File: src/mem_config.svh
`ifndef MEM_CONFIG_SVH
`define MEM_CONFIG_SVH

////////////////////////////////////////
// Load/store pipeline sizing
////////////////////////////////////////

// Data and address width
`define MEM_XLEN        64

// Destination register index width
`define MEM_REG_ADDR_W  5

// Bytes per cache word
`define MEM_BYTES       8

// Memory stages between EX and WB
`define MEM_STAGES      3

`endif

File: src/mem_pkg.sv
`include "mem_config.svh"

package mem_pkg;

    ////////////////////////////////////////
    // Datapath vectors
    ////////////////////////////////////////

    typedef logic [`MEM_XLEN-1:0]            xlen_t;
    typedef logic [`MEM_REG_ADDR_W-1:0]      reg_addr_t;
    typedef logic [`MEM_BYTES-1:0]           byte_en_t;
    typedef logic [$clog2(`MEM_BYTES)-1:0]   byte_off_t;

    ////////////////////////////////////////
    // Op and cache encodings
    ////////////////////////////////////////

    typedef enum logic [1:0] {
        KIND_NONE  = 2'd0,
        KIND_ALU   = 2'd1,
        KIND_LOAD  = 2'd2,
        KIND_STORE = 2'd3
    } op_kind_t;

    // Same coding as funct3 of the load/store opcodes
    typedef enum logic [2:0] {
        SIZE_B  = 3'd0,
        SIZE_H  = 3'd1,
        SIZE_W  = 3'd2,
        SIZE_D  = 3'd3,
        SIZE_BU = 3'd4,
        SIZE_HU = 3'd5,
        SIZE_WU = 3'd6
    } mem_size_t;

    typedef enum logic [1:0] {
        CTRL_IDLE  = 2'd0,
        CTRL_READ  = 2'd1,
        CTRL_WRITE = 2'd2
    } cache_ctrl_t;

    // Number of bytes covered by one access
    function automatic logic [$clog2(`MEM_BYTES):0] access_bytes(input mem_size_t size);
        case (size)
            SIZE_B, SIZE_BU: return 1;
            SIZE_H, SIZE_HU: return 2;
            SIZE_W, SIZE_WU: return 4;
            SIZE_D:          return `MEM_BYTES;
            default:         return 0;
        endcase
    endfunction

    // False when the access runs past the end of the word
    function automatic logic access_fits(input mem_size_t size, input byte_off_t offset);
        return (int'(offset) + int'(access_bytes(size))) <= `MEM_BYTES;
    endfunction

endpackage

File: src/mem_if.sv
`timescale 1ns/100ps
`include "mem_config.svh"

////////////////////////////////////////
// Op sitting in EX
////////////////////////////////////////

interface mem_ex_if import mem_pkg::*; ();

    op_kind_t   kind;
    mem_size_t  size;
    xlen_t      value;
    xlen_t      store_data;
    reg_addr_t  rd;

    modport stage (
        output kind,
        output size,
        output value,
        output store_data,
        output rd
    );

    modport align (
        input  kind,
        input  size,
        input  value,
        input  store_data,
        input  rd
    );

endinterface

////////////////////////////////////////
// Op sitting in WB
////////////////////////////////////////

interface mem_wb_if import mem_pkg::*; ();

    op_kind_t   kind;
    mem_size_t  size;
    xlen_t      value;
    reg_addr_t  rd;

    modport stage (
        output kind,
        output size,
        output value,
        output rd
    );

    modport align (
        input  kind,
        input  size,
        input  value,
        input  rd
    );

endinterface

File: src/store_align.sv
`timescale 1ns/100ps
`include "mem_config.svh"

module store_align import mem_pkg::*; (
    mem_ex_if.align     ex,
    output cache_ctrl_t cache_ctrl,
    output xlen_t       cache_addr,
    output byte_en_t    cache_byte_en,
    output xlen_t       cache_wdata
);

    byte_off_t              offset;
    logic [`MEM_BYTES:0]    span_mask;
    logic                   fits;

    ////////////////////////////////////////
    // Request type
    ////////////////////////////////////////

    always_comb
    begin
        case (ex.kind)
            KIND_STORE: cache_ctrl = CTRL_WRITE;
            KIND_LOAD:  cache_ctrl = CTRL_READ;
            default:    cache_ctrl = CTRL_IDLE;
        endcase
    end

    ////////////////////////////////////////
    // Address and byte lanes
    ////////////////////////////////////////

    assign offset     = ex.value[$bits(byte_off_t)-1:0];
    assign cache_addr = ex.value & ~xlen_t'(`MEM_BYTES - 1);
    assign fits       = access_fits(ex.size, offset);

    // One extra bit so a full doubleword mask does not wrap
    assign span_mask = ((`MEM_BYTES+1)'(1) << access_bytes(ex.size)) - 1'b1;

    always_comb
    begin
        cache_byte_en = '0;
        if (ex.kind == KIND_STORE && fits)
        begin
            cache_byte_en = byte_en_t'(span_mask[`MEM_BYTES-1:0] << offset);
        end
    end

    // Move the low bytes of the store data up to the addressed lane
    assign cache_wdata = ex.store_data << {offset, 3'b000};

endmodule

File: src/load_align.sv
`timescale 1ns/100ps
`include "mem_config.svh"

module load_align import mem_pkg::*; (
    mem_wb_if.align     wb,
    input  xlen_t       cache_data,
    output logic        wb_valid,
    output reg_addr_t   wb_rd,
    output xlen_t       wb_data
);

    byte_off_t  offset;
    xlen_t      shifted;
    xlen_t      load_data;

    ////////////////////////////////////////
    // Writeback control
    ////////////////////////////////////////

    assign wb_valid = (wb.kind == KIND_ALU) || (wb.kind == KIND_LOAD);
    assign wb_rd    = wb.rd;

    ////////////////////////////////////////
    // Byte extraction and extension
    ////////////////////////////////////////

    assign offset  = wb.value[$bits(byte_off_t)-1:0];

    // Addressed byte lands in lane zero
    assign shifted = cache_data >> {offset, 3'b000};

    always_comb
    begin
        load_data = '0;
        if (access_fits(wb.size, offset))
        begin
            case (wb.size)
                SIZE_B:
                begin
                    load_data = {{(`MEM_XLEN-8){shifted[7]}}, shifted[7:0]};
                end
                SIZE_H:
                begin
                    load_data = {{(`MEM_XLEN-16){shifted[15]}}, shifted[15:0]};
                end
                SIZE_W:
                begin
                    load_data = {{(`MEM_XLEN-32){shifted[31]}}, shifted[31:0]};
                end
                SIZE_BU:
                begin
                    load_data = {{(`MEM_XLEN-8){1'b0}}, shifted[7:0]};
                end
                SIZE_HU:
                begin
                    load_data = {{(`MEM_XLEN-16){1'b0}}, shifted[15:0]};
                end
                SIZE_WU:
                begin
                    load_data = {{(`MEM_XLEN-32){1'b0}}, shifted[31:0]};
                end
                // Full word, offset is zero here
                SIZE_D:
                begin
                    load_data = cache_data;
                end
                default:
                begin
                    load_data = '0;
                end
            endcase
        end
    end

    // ALU results pass straight through
    assign wb_data = (wb.kind == KIND_LOAD) ? load_data : wb.value;

endmodule

File: src/mem_stage_pipe.sv
`timescale 1ns/100ps
`include "mem_config.svh"

module mem_stage_pipe import mem_pkg::*; (
    input  logic        CLK,
    input  logic        RST,
    input  logic        op_valid,
    input  op_kind_t    op_kind,
    input  mem_size_t   op_size,
    input  xlen_t       op_value,
    input  xlen_t       op_store_data,
    input  reg_addr_t   op_rd,
    input  logic        cache_ready,
    mem_ex_if.stage     ex,
    mem_wb_if.stage     wb
);

    // Slot 0 is EX, then MEM1..MEM3, last slot is WB
    localparam int DEPTH  = `MEM_STAGES + 2;
    localparam int WB_IDX = DEPTH - 1;

    op_kind_t   kind_q  [DEPTH];
    mem_size_t  size_q  [DEPTH];
    xlen_t      value_q [DEPTH];
    reg_addr_t  rd_q    [DEPTH];
    xlen_t      store_data_q;

    ////////////////////////////////////////
    // Op kind chain
    ////////////////////////////////////////

    always_ff @(posedge CLK)
    begin
        if (RST)
        begin
            for (int i = 0; i < DEPTH; i++)
            begin
                kind_q[i] <= KIND_NONE;
            end
        end
        else if (cache_ready)
        begin
            // Empty slot enters EX when nothing is offered
            kind_q[0] <= op_valid ? op_kind : KIND_NONE;
            for (int i = 1; i < DEPTH; i++)
            begin
                kind_q[i] <= kind_q[i-1];
            end
        end
    end

    ////////////////////////////////////////
    // Payload chain
    ////////////////////////////////////////

    always_ff @(posedge CLK)
    begin
        if (cache_ready)
        begin
            size_q[0]    <= op_size;
            value_q[0]   <= op_value;
            rd_q[0]      <= op_rd;
            store_data_q <= op_store_data;
            for (int i = 1; i < DEPTH; i++)
            begin
                size_q[i]  <= size_q[i-1];
                value_q[i] <= value_q[i-1];
                rd_q[i]    <= rd_q[i-1];
            end
        end
    end

    ////////////////////////////////////////
    // Stage views
    ////////////////////////////////////////

    assign ex.kind       = kind_q[0];
    assign ex.size       = size_q[0];
    assign ex.value      = value_q[0];
    assign ex.store_data = store_data_q;
    assign ex.rd         = rd_q[0];

    assign wb.kind  = kind_q[WB_IDX];
    assign wb.size  = size_q[WB_IDX];
    assign wb.value = value_q[WB_IDX];
    assign wb.rd    = rd_q[WB_IDX];

endmodule

File: src/lsu_pipeline.sv
`timescale 1ns/100ps
`include "mem_config.svh"

module lsu_pipeline import mem_pkg::*; (
    input  logic        CLK,
    input  logic        RST,

    // Op entering EX
    input  logic        op_valid,
    input  op_kind_t    op_kind,
    input  mem_size_t   op_size,
    input  xlen_t       op_value,
    input  xlen_t       op_store_data,
    input  reg_addr_t   op_rd,

    // Data cache
    input  logic        cache_ready,
    input  xlen_t       cache_data,
    output cache_ctrl_t cache_ctrl,
    output xlen_t       cache_addr,
    output byte_en_t    cache_byte_en,
    output xlen_t       cache_wdata,

    // Register file write port
    output logic        wb_valid,
    output reg_addr_t   wb_rd,
    output xlen_t       wb_data
);

    mem_ex_if ex_bus ();
    mem_wb_if wb_bus ();

    ////////////////////////////////////////
    // EX to WB registers
    ////////////////////////////////////////

    mem_stage_pipe mem_stage_pipe_inst (
        .CLK            (CLK),
        .RST            (RST),
        .op_valid       (op_valid),
        .op_kind        (op_kind),
        .op_size        (op_size),
        .op_value       (op_value),
        .op_store_data  (op_store_data),
        .op_rd          (op_rd),
        .cache_ready    (cache_ready),
        .ex             (ex_bus.stage),
        .wb             (wb_bus.stage)
    );

    ////////////////////////////////////////
    // Cache request from EX
    ////////////////////////////////////////

    store_align store_align_inst (
        .ex             (ex_bus.align),
        .cache_ctrl     (cache_ctrl),
        .cache_addr     (cache_addr),
        .cache_byte_en  (cache_byte_en),
        .cache_wdata    (cache_wdata)
    );

    ////////////////////////////////////////
    // Writeback value in WB
    ////////////////////////////////////////

    load_align load_align_inst (
        .wb             (wb_bus.align),
        .cache_data     (cache_data),
        .wb_valid       (wb_valid),
        .wb_rd          (wb_rd),
        .wb_data        (wb_data)
    );

endmodule

File: config.mk
export PLATFORM = sky130hd
export DESIGN_NAME = lsu_pipeline
export DESIGN_NICKNAME = d
export VERILOG_FILES = /design/src/mem_pkg.sv /design/src/mem_if.sv /design/src/store_align.sv /design/src/load_align.sv /design/src/mem_stage_pipe.sv /design/src/lsu_pipeline.sv
export VERILOG_INCLUDE_DIRS = /design/src
export SDC_FILE = /design/constraint.sdc
export NUM_CORES = 1
export LEC_CHECK = 0
export BUFFER_PORTS_ARGS = -buffer_cell sky130_fd_sc_hd__buf_2
export CAP_MARGIN = 20
export CORE_ASPECT_RATIO = 1.5
export CORE_MARGIN = 8
export CORE_UTILIZATION = 30
export DETAILED_ROUTE_END_ITERATION = 10
export HOLD_SLACK_MARGIN = 0.02
export PLACE_DENSITY = 0.59
export SETUP_SLACK_MARGIN = 0.2
export SLEW_MARGIN = 0
export SYNTH_ARGS = -nofsm -noshare
export SYNTH_HDL_FRONTEND = slang
export SYNTH_HIERARCHICAL = 1
export SYNTH_SLANG_ARGS = --single-unit
export TNS_END_PERCENT = 20
File: constraint.sdc
create_clock -name CLK -period 3.23 [get_ports CLK]
set_input_delay 0.8075 -clock CLK [delete_from_list [all_inputs] [get_ports CLK]]
set_output_delay 0.8075 -clock CLK [all_outputs]
set_load 0.02 [all_outputs]
## Yosys cells after proc, flatten, opt, wreduce, memory -nomap -nowiden

Memories as Yosys holds them, arrays and structs flattened.
Cells that the tools add are included.

- $add $sub $neg: 3
- $lt $le $gt $ge: 2
- Eq/ne operators: 16
- Shifts and indexed selects: 4
- Muxes and demuxes: 19
- Bitwise gates (word level): 5
- Reductions and logical operators: 10

Operators with widths:

| cell | count |
|---|---|
| $pmux W64 S7 | 1 |
| $mux W64 | 2 |
| $le A32 B5 Y1 const B | 2 |
| $shl A64 B6 Y64 | 1 |
| $shr A64 B6 Y32 | 1 |
| $pmux W4 S4 | 2 |
| $eq A3 B3 Y1 const B | 6 |
| $eq A3 B2 Y1 const B | 4 |
| $mux W2 | 6 |
| $reduce_or A2 Y1 | 6 |
| $add A3 B4 Y5 | 2 |
| $mux W8 | 1 |
| $shl A1 B4 Y8 const A | 1 |
| $shl A8 B3 Y8 | 1 |
| $sub A8 B1 Y8 const B | 1 |
| $eq A2 B2 Y1 const B | 3 |
| $eq A3 B1 Y1 const B | 2 |
| $logic_not A3 Y1 | 2 |
| $mux W1 | 6 |
| $or A1 B1 Y1 | 5 |
| $pmux W2 S2 | 1 |
| $eq A2 B1 Y1 const B | 1 |
| $logic_and A1 B1 Y1 | 1 |
| $logic_or A1 B1 Y1 | 1 |

- Flip-flop bits (word level): 64
- Bits in writable memories: 370
- Bits of input ports: 206
- Word-level logic and storage cells: 64
- Memories: 4

Memory list:

| name | words | width | rd ports | clocked after Yosys merged registers in | write ports | RTL line | RTL |
|---|---|---|---|---|---|---|---|
| mem_stage_pipe_inst.value_q | 5 | 64 | 5 | 0 | 5 | mem_stage_pipe.sv:24 | `xlen_t value_q [DEPTH];` |
| mem_stage_pipe_inst.rd_q | 5 | 5 | 5 | 0 | 5 | mem_stage_pipe.sv:25 | `reg_addr_t rd_q [DEPTH];` |
| mem_stage_pipe_inst.size_q | 5 | 3 | 5 | 0 | 5 | mem_stage_pipe.sv:23 | `mem_size_t size_q [DEPTH];` |
| mem_stage_pipe_inst.kind_q | 5 | 2 | 5 | 0 | 5 | mem_stage_pipe.sv:22 | `op_kind_t kind_q [DEPTH];` |

## Longest topological paths before layout

An unclocked memory read counts as a cell.

- Word-level depth: 8
- Mapped depth: 12

## By module

The synthesis kept the hierarchy.

By module, submodules not included:

| module | instances | cells an instance | area each (µm²) |
|---|---|---|---|
| mem_stage_pipe | 1 | 595 | 14272.4 |
| load_align | 1 | 393 | 2911.5 |
| store_align | 1 | 414 | 2707.6 |

## Least setup slack after synthesis

No wires, ideal clock.

- Kind: register to output
- Start point: memory mem_stage_pipe_inst/size_q[0][12] in the netlist's numbering
- End point: output port wb_data[14]
- Arrival time: 2.971 ns
- Data required time: 2.423 ns
- Setup slack: -0.548 ns
- Cell stages (with the launch flop): 12
- Buffers on the path: 3
- Path through: edfxtp_1 buf_4 buf_2 nand2b_1 inv_1 fa_1 xor2_1 or3_1 a21boi_4 o32ai_1 buf_4 o311ai_1

RTL lines:

| what | RTL line | RTL |
|---|---|---|
| start, declared | mem_stage_pipe.sv:23 |  |
| end, declared | lsu_pipeline.sv:27 | `output xlen_t wb_data` |

==> impl_metrics.env <==
export IMPL_dr_pass1_iters=5
export IMPL_viasPerCell=4.77
export IMPL_grt_pass1_wl_mm=86.7
export IMPL_fin_ws_ps=-880
export IMPL_fin_crit_ps=4110
export IMPL_drv_cap=0
export IMPL_syn_cell_area_mm2=0.0199
export IMPL_finalMaxSlewViolations=0
export IMPL_fmax_ghz=0.243
export IMPL_setup_viol=72
export IMPL_failed_checks="negative setup slack"
export IMPL_cts_tree="yes"
export IMPL_start_kind="flip-flop"
export IMPL_coreArea_mm2=0.0656
export IMPL_overflow=0
export IMPL_ios=414
export IMPL_setup_tns_ps=-57100
export IMPL_power_density_mw_per_mm2=567
export IMPL_ir_worst_vdd_v=0.000466
export IMPL_portBuffers=410
export IMPL_path_clk_slew_ps=60
export IMPL_vias=12400
export IMPL_num_rows=115
export IMPL_drt_initial_drc_count=751
export IMPL_slew_headroom=0.412
export IMPL_crit_type="reg -> out"
export IMPL_reg2reg_depth=2
export IMPL_antenna_found_initial=6
export IMPL_cts_made_buffers=44
export IMPL_status="complete, but fails checks"
export IMPL_yosysWarnings=6
export IMPL_synth_cells=1397
export IMPL_rsz0062_at_grt="yes"
export IMPL_worstMarginPinSlew_ps=873
export IMPL_gp_congestion=0.999
export IMPL_cts_buffer_depth=3
export IMPL_crit_path_end_kind="output port"
export IMPL_ctsHoldBuffers=0
export IMPL_routed_wl_mm=60.5
export IMPL_hold_path_class="in -> reg"
export IMPL_fin_nets=1913
export IMPL_hold_violations=0
export IMPL_clock_root_buffer="clkbuf_16"
export IMPL_grt_max_degree=89
export IMPL_dp_final_hpwl_mm=46.1
export IMPL_cp_max_fo=32
export IMPL_finalPower_mw=14.0
export IMPL_grt_usage=0.155
export IMPL_h_tree_depth=2
export IMPL_drive_gt1_frac=0.422
export IMPL_avgSynthCellArea_um2=14.2
export IMPL_die_w_um=226
export IMPL_fin_crit_sh=1.27
export IMPL_dieArea_mm2=0.0748
export IMPL_arrival_ps=3300
export IMPL_fp_dieH_um=331
export IMPL_area_growth_syn_to_layout_pct=24.0
export IMPL_p_leak_nw=9.49
export IMPL_ant_nets=0
export IMPL_whs_path_depth=1
export IMPL_clk_latency_ps=570
export IMPL_cts_num_sinks=434
export IMPL_skew_ps=12.1
export IMPL_cp_required_ps=2420
export IMPL_wire_per_inst_um=23.2
export IMPL_grt_pass1_vias=13200
export IMPL_drc_errors=0
export IMPL_start_util=0.303
export IMPL_fin_util=0.375
==> registers in the layout (all words and copies together) (netlist names) <==
signal                             flops
mem_stage_pipe_inst/rd_q              25
mem_stage_pipe_inst/size_q            15
mem_stage_pipe_inst/kind_q            10
mem_stage_pipe_inst/value_q          320
mem_stage_pipe_inst/ex.store_data     64
==> what timing repair did <==
action	CTS	global route
gates cloned	0	0
endpoints found under the setup margin	136	130
setup buffers	4	4
pin swaps	11	5
resized for setup	140	47
==> worst paths after layout <==
check	slack, ps	end	from
setup reg to reg	2090	mem_stage_pipe_inst/value_q[0][65]	mem_stage_pipe_inst/value_q[0][1]
hold reg to reg	410	mem_stage_pipe_inst/value_q[0][154]	mem_stage_pipe_inst/value_q[0][90]
setup / recovery	-880	wb_data[46]	mem_stage_pipe_inst/size_q[0][12]
hold / removal	400	mem_stage_pipe_inst/ex.store_data[33]	op_store_data[33]
==> layout make-up <==
type | instances | area [um^2]
Sequential cell | 434 | 13000
Clock inverter | 32 | 278
Fill cell | 6319 | 41000
Timing Repair Buffer | 538 | 3620
Tap cell | 877 | 1100
Inverter | 14 | 56.3
Clock buffer | 49 | 1120
Multi-Input combinational cell | 660 | 5400
Antenna cell | 5 | 12.5
==> layer usage <==
metal,track usage,wire [um],vias up
li1,-,-,5666
met2,0.268,29200,590
met5,0,9,-
met4,0.0903,3830,2
met1,0.171,22800,6054
met3,0.0412,4590,125
==> layout by cell type, fill, tap and decap left out, drive strengths merged, types with 5 or more instances in the layout <==
master,n
diode,5
ha,13
a221o,35
o31ai,6
and2,20
mux4,10
nand2b,12
o211ai,6
nor2b,13
mux2i,73
mux2,35
a211oi,14
a221oi,8
edfxtp,434
o2bb2ai,19
a32oi,6
clkinv,22
clkinvlp,5
nand3,18
clkbuf,50
nor2,87
nand2,65
a21oi,71
inv,16
a31oi,8
and3b,8
o32ai,10
nor3,10
buf,537
o21ai,60
==> power breakdown <==
part	switching [mW]	internal, mW	leakage, nW
Sequential	0.186	6.64	4.26
Clock	2.15	2.77	0.678
Combinational	1.32	0.883	4.55
Total	3.66	10.3	9.49
==> worst max-delay path, stage by stage (launching register included) <==
cell and delay (ps):
edfxtp_1 480, nor2_4 80, ha_4 170, fa_2 420, xor2_1 170, or3_4 350
a21boi_4 200, o32ai_4 180, a21oi_4 180, buf_12 200, a221o_1 170, buf_6 130
==> through the flow <==
step | hold WS, ps | std cells | instance area (um^2) | setup slack, ps
after floorplan | 400 | 1399 | 20200 | -197
after global placement | 400 | 2515 | 22500 | -352
after detailed placement | 405 | 2515 | 22500 | -412
after CTS | 341 | 2600 | 24400 | -941
after global routing | 357 | 2604 | 24600 | -1100
final | 405 | 2609 | 24600 | -880
Note: power is estimated with default switching activity, not from simulation.
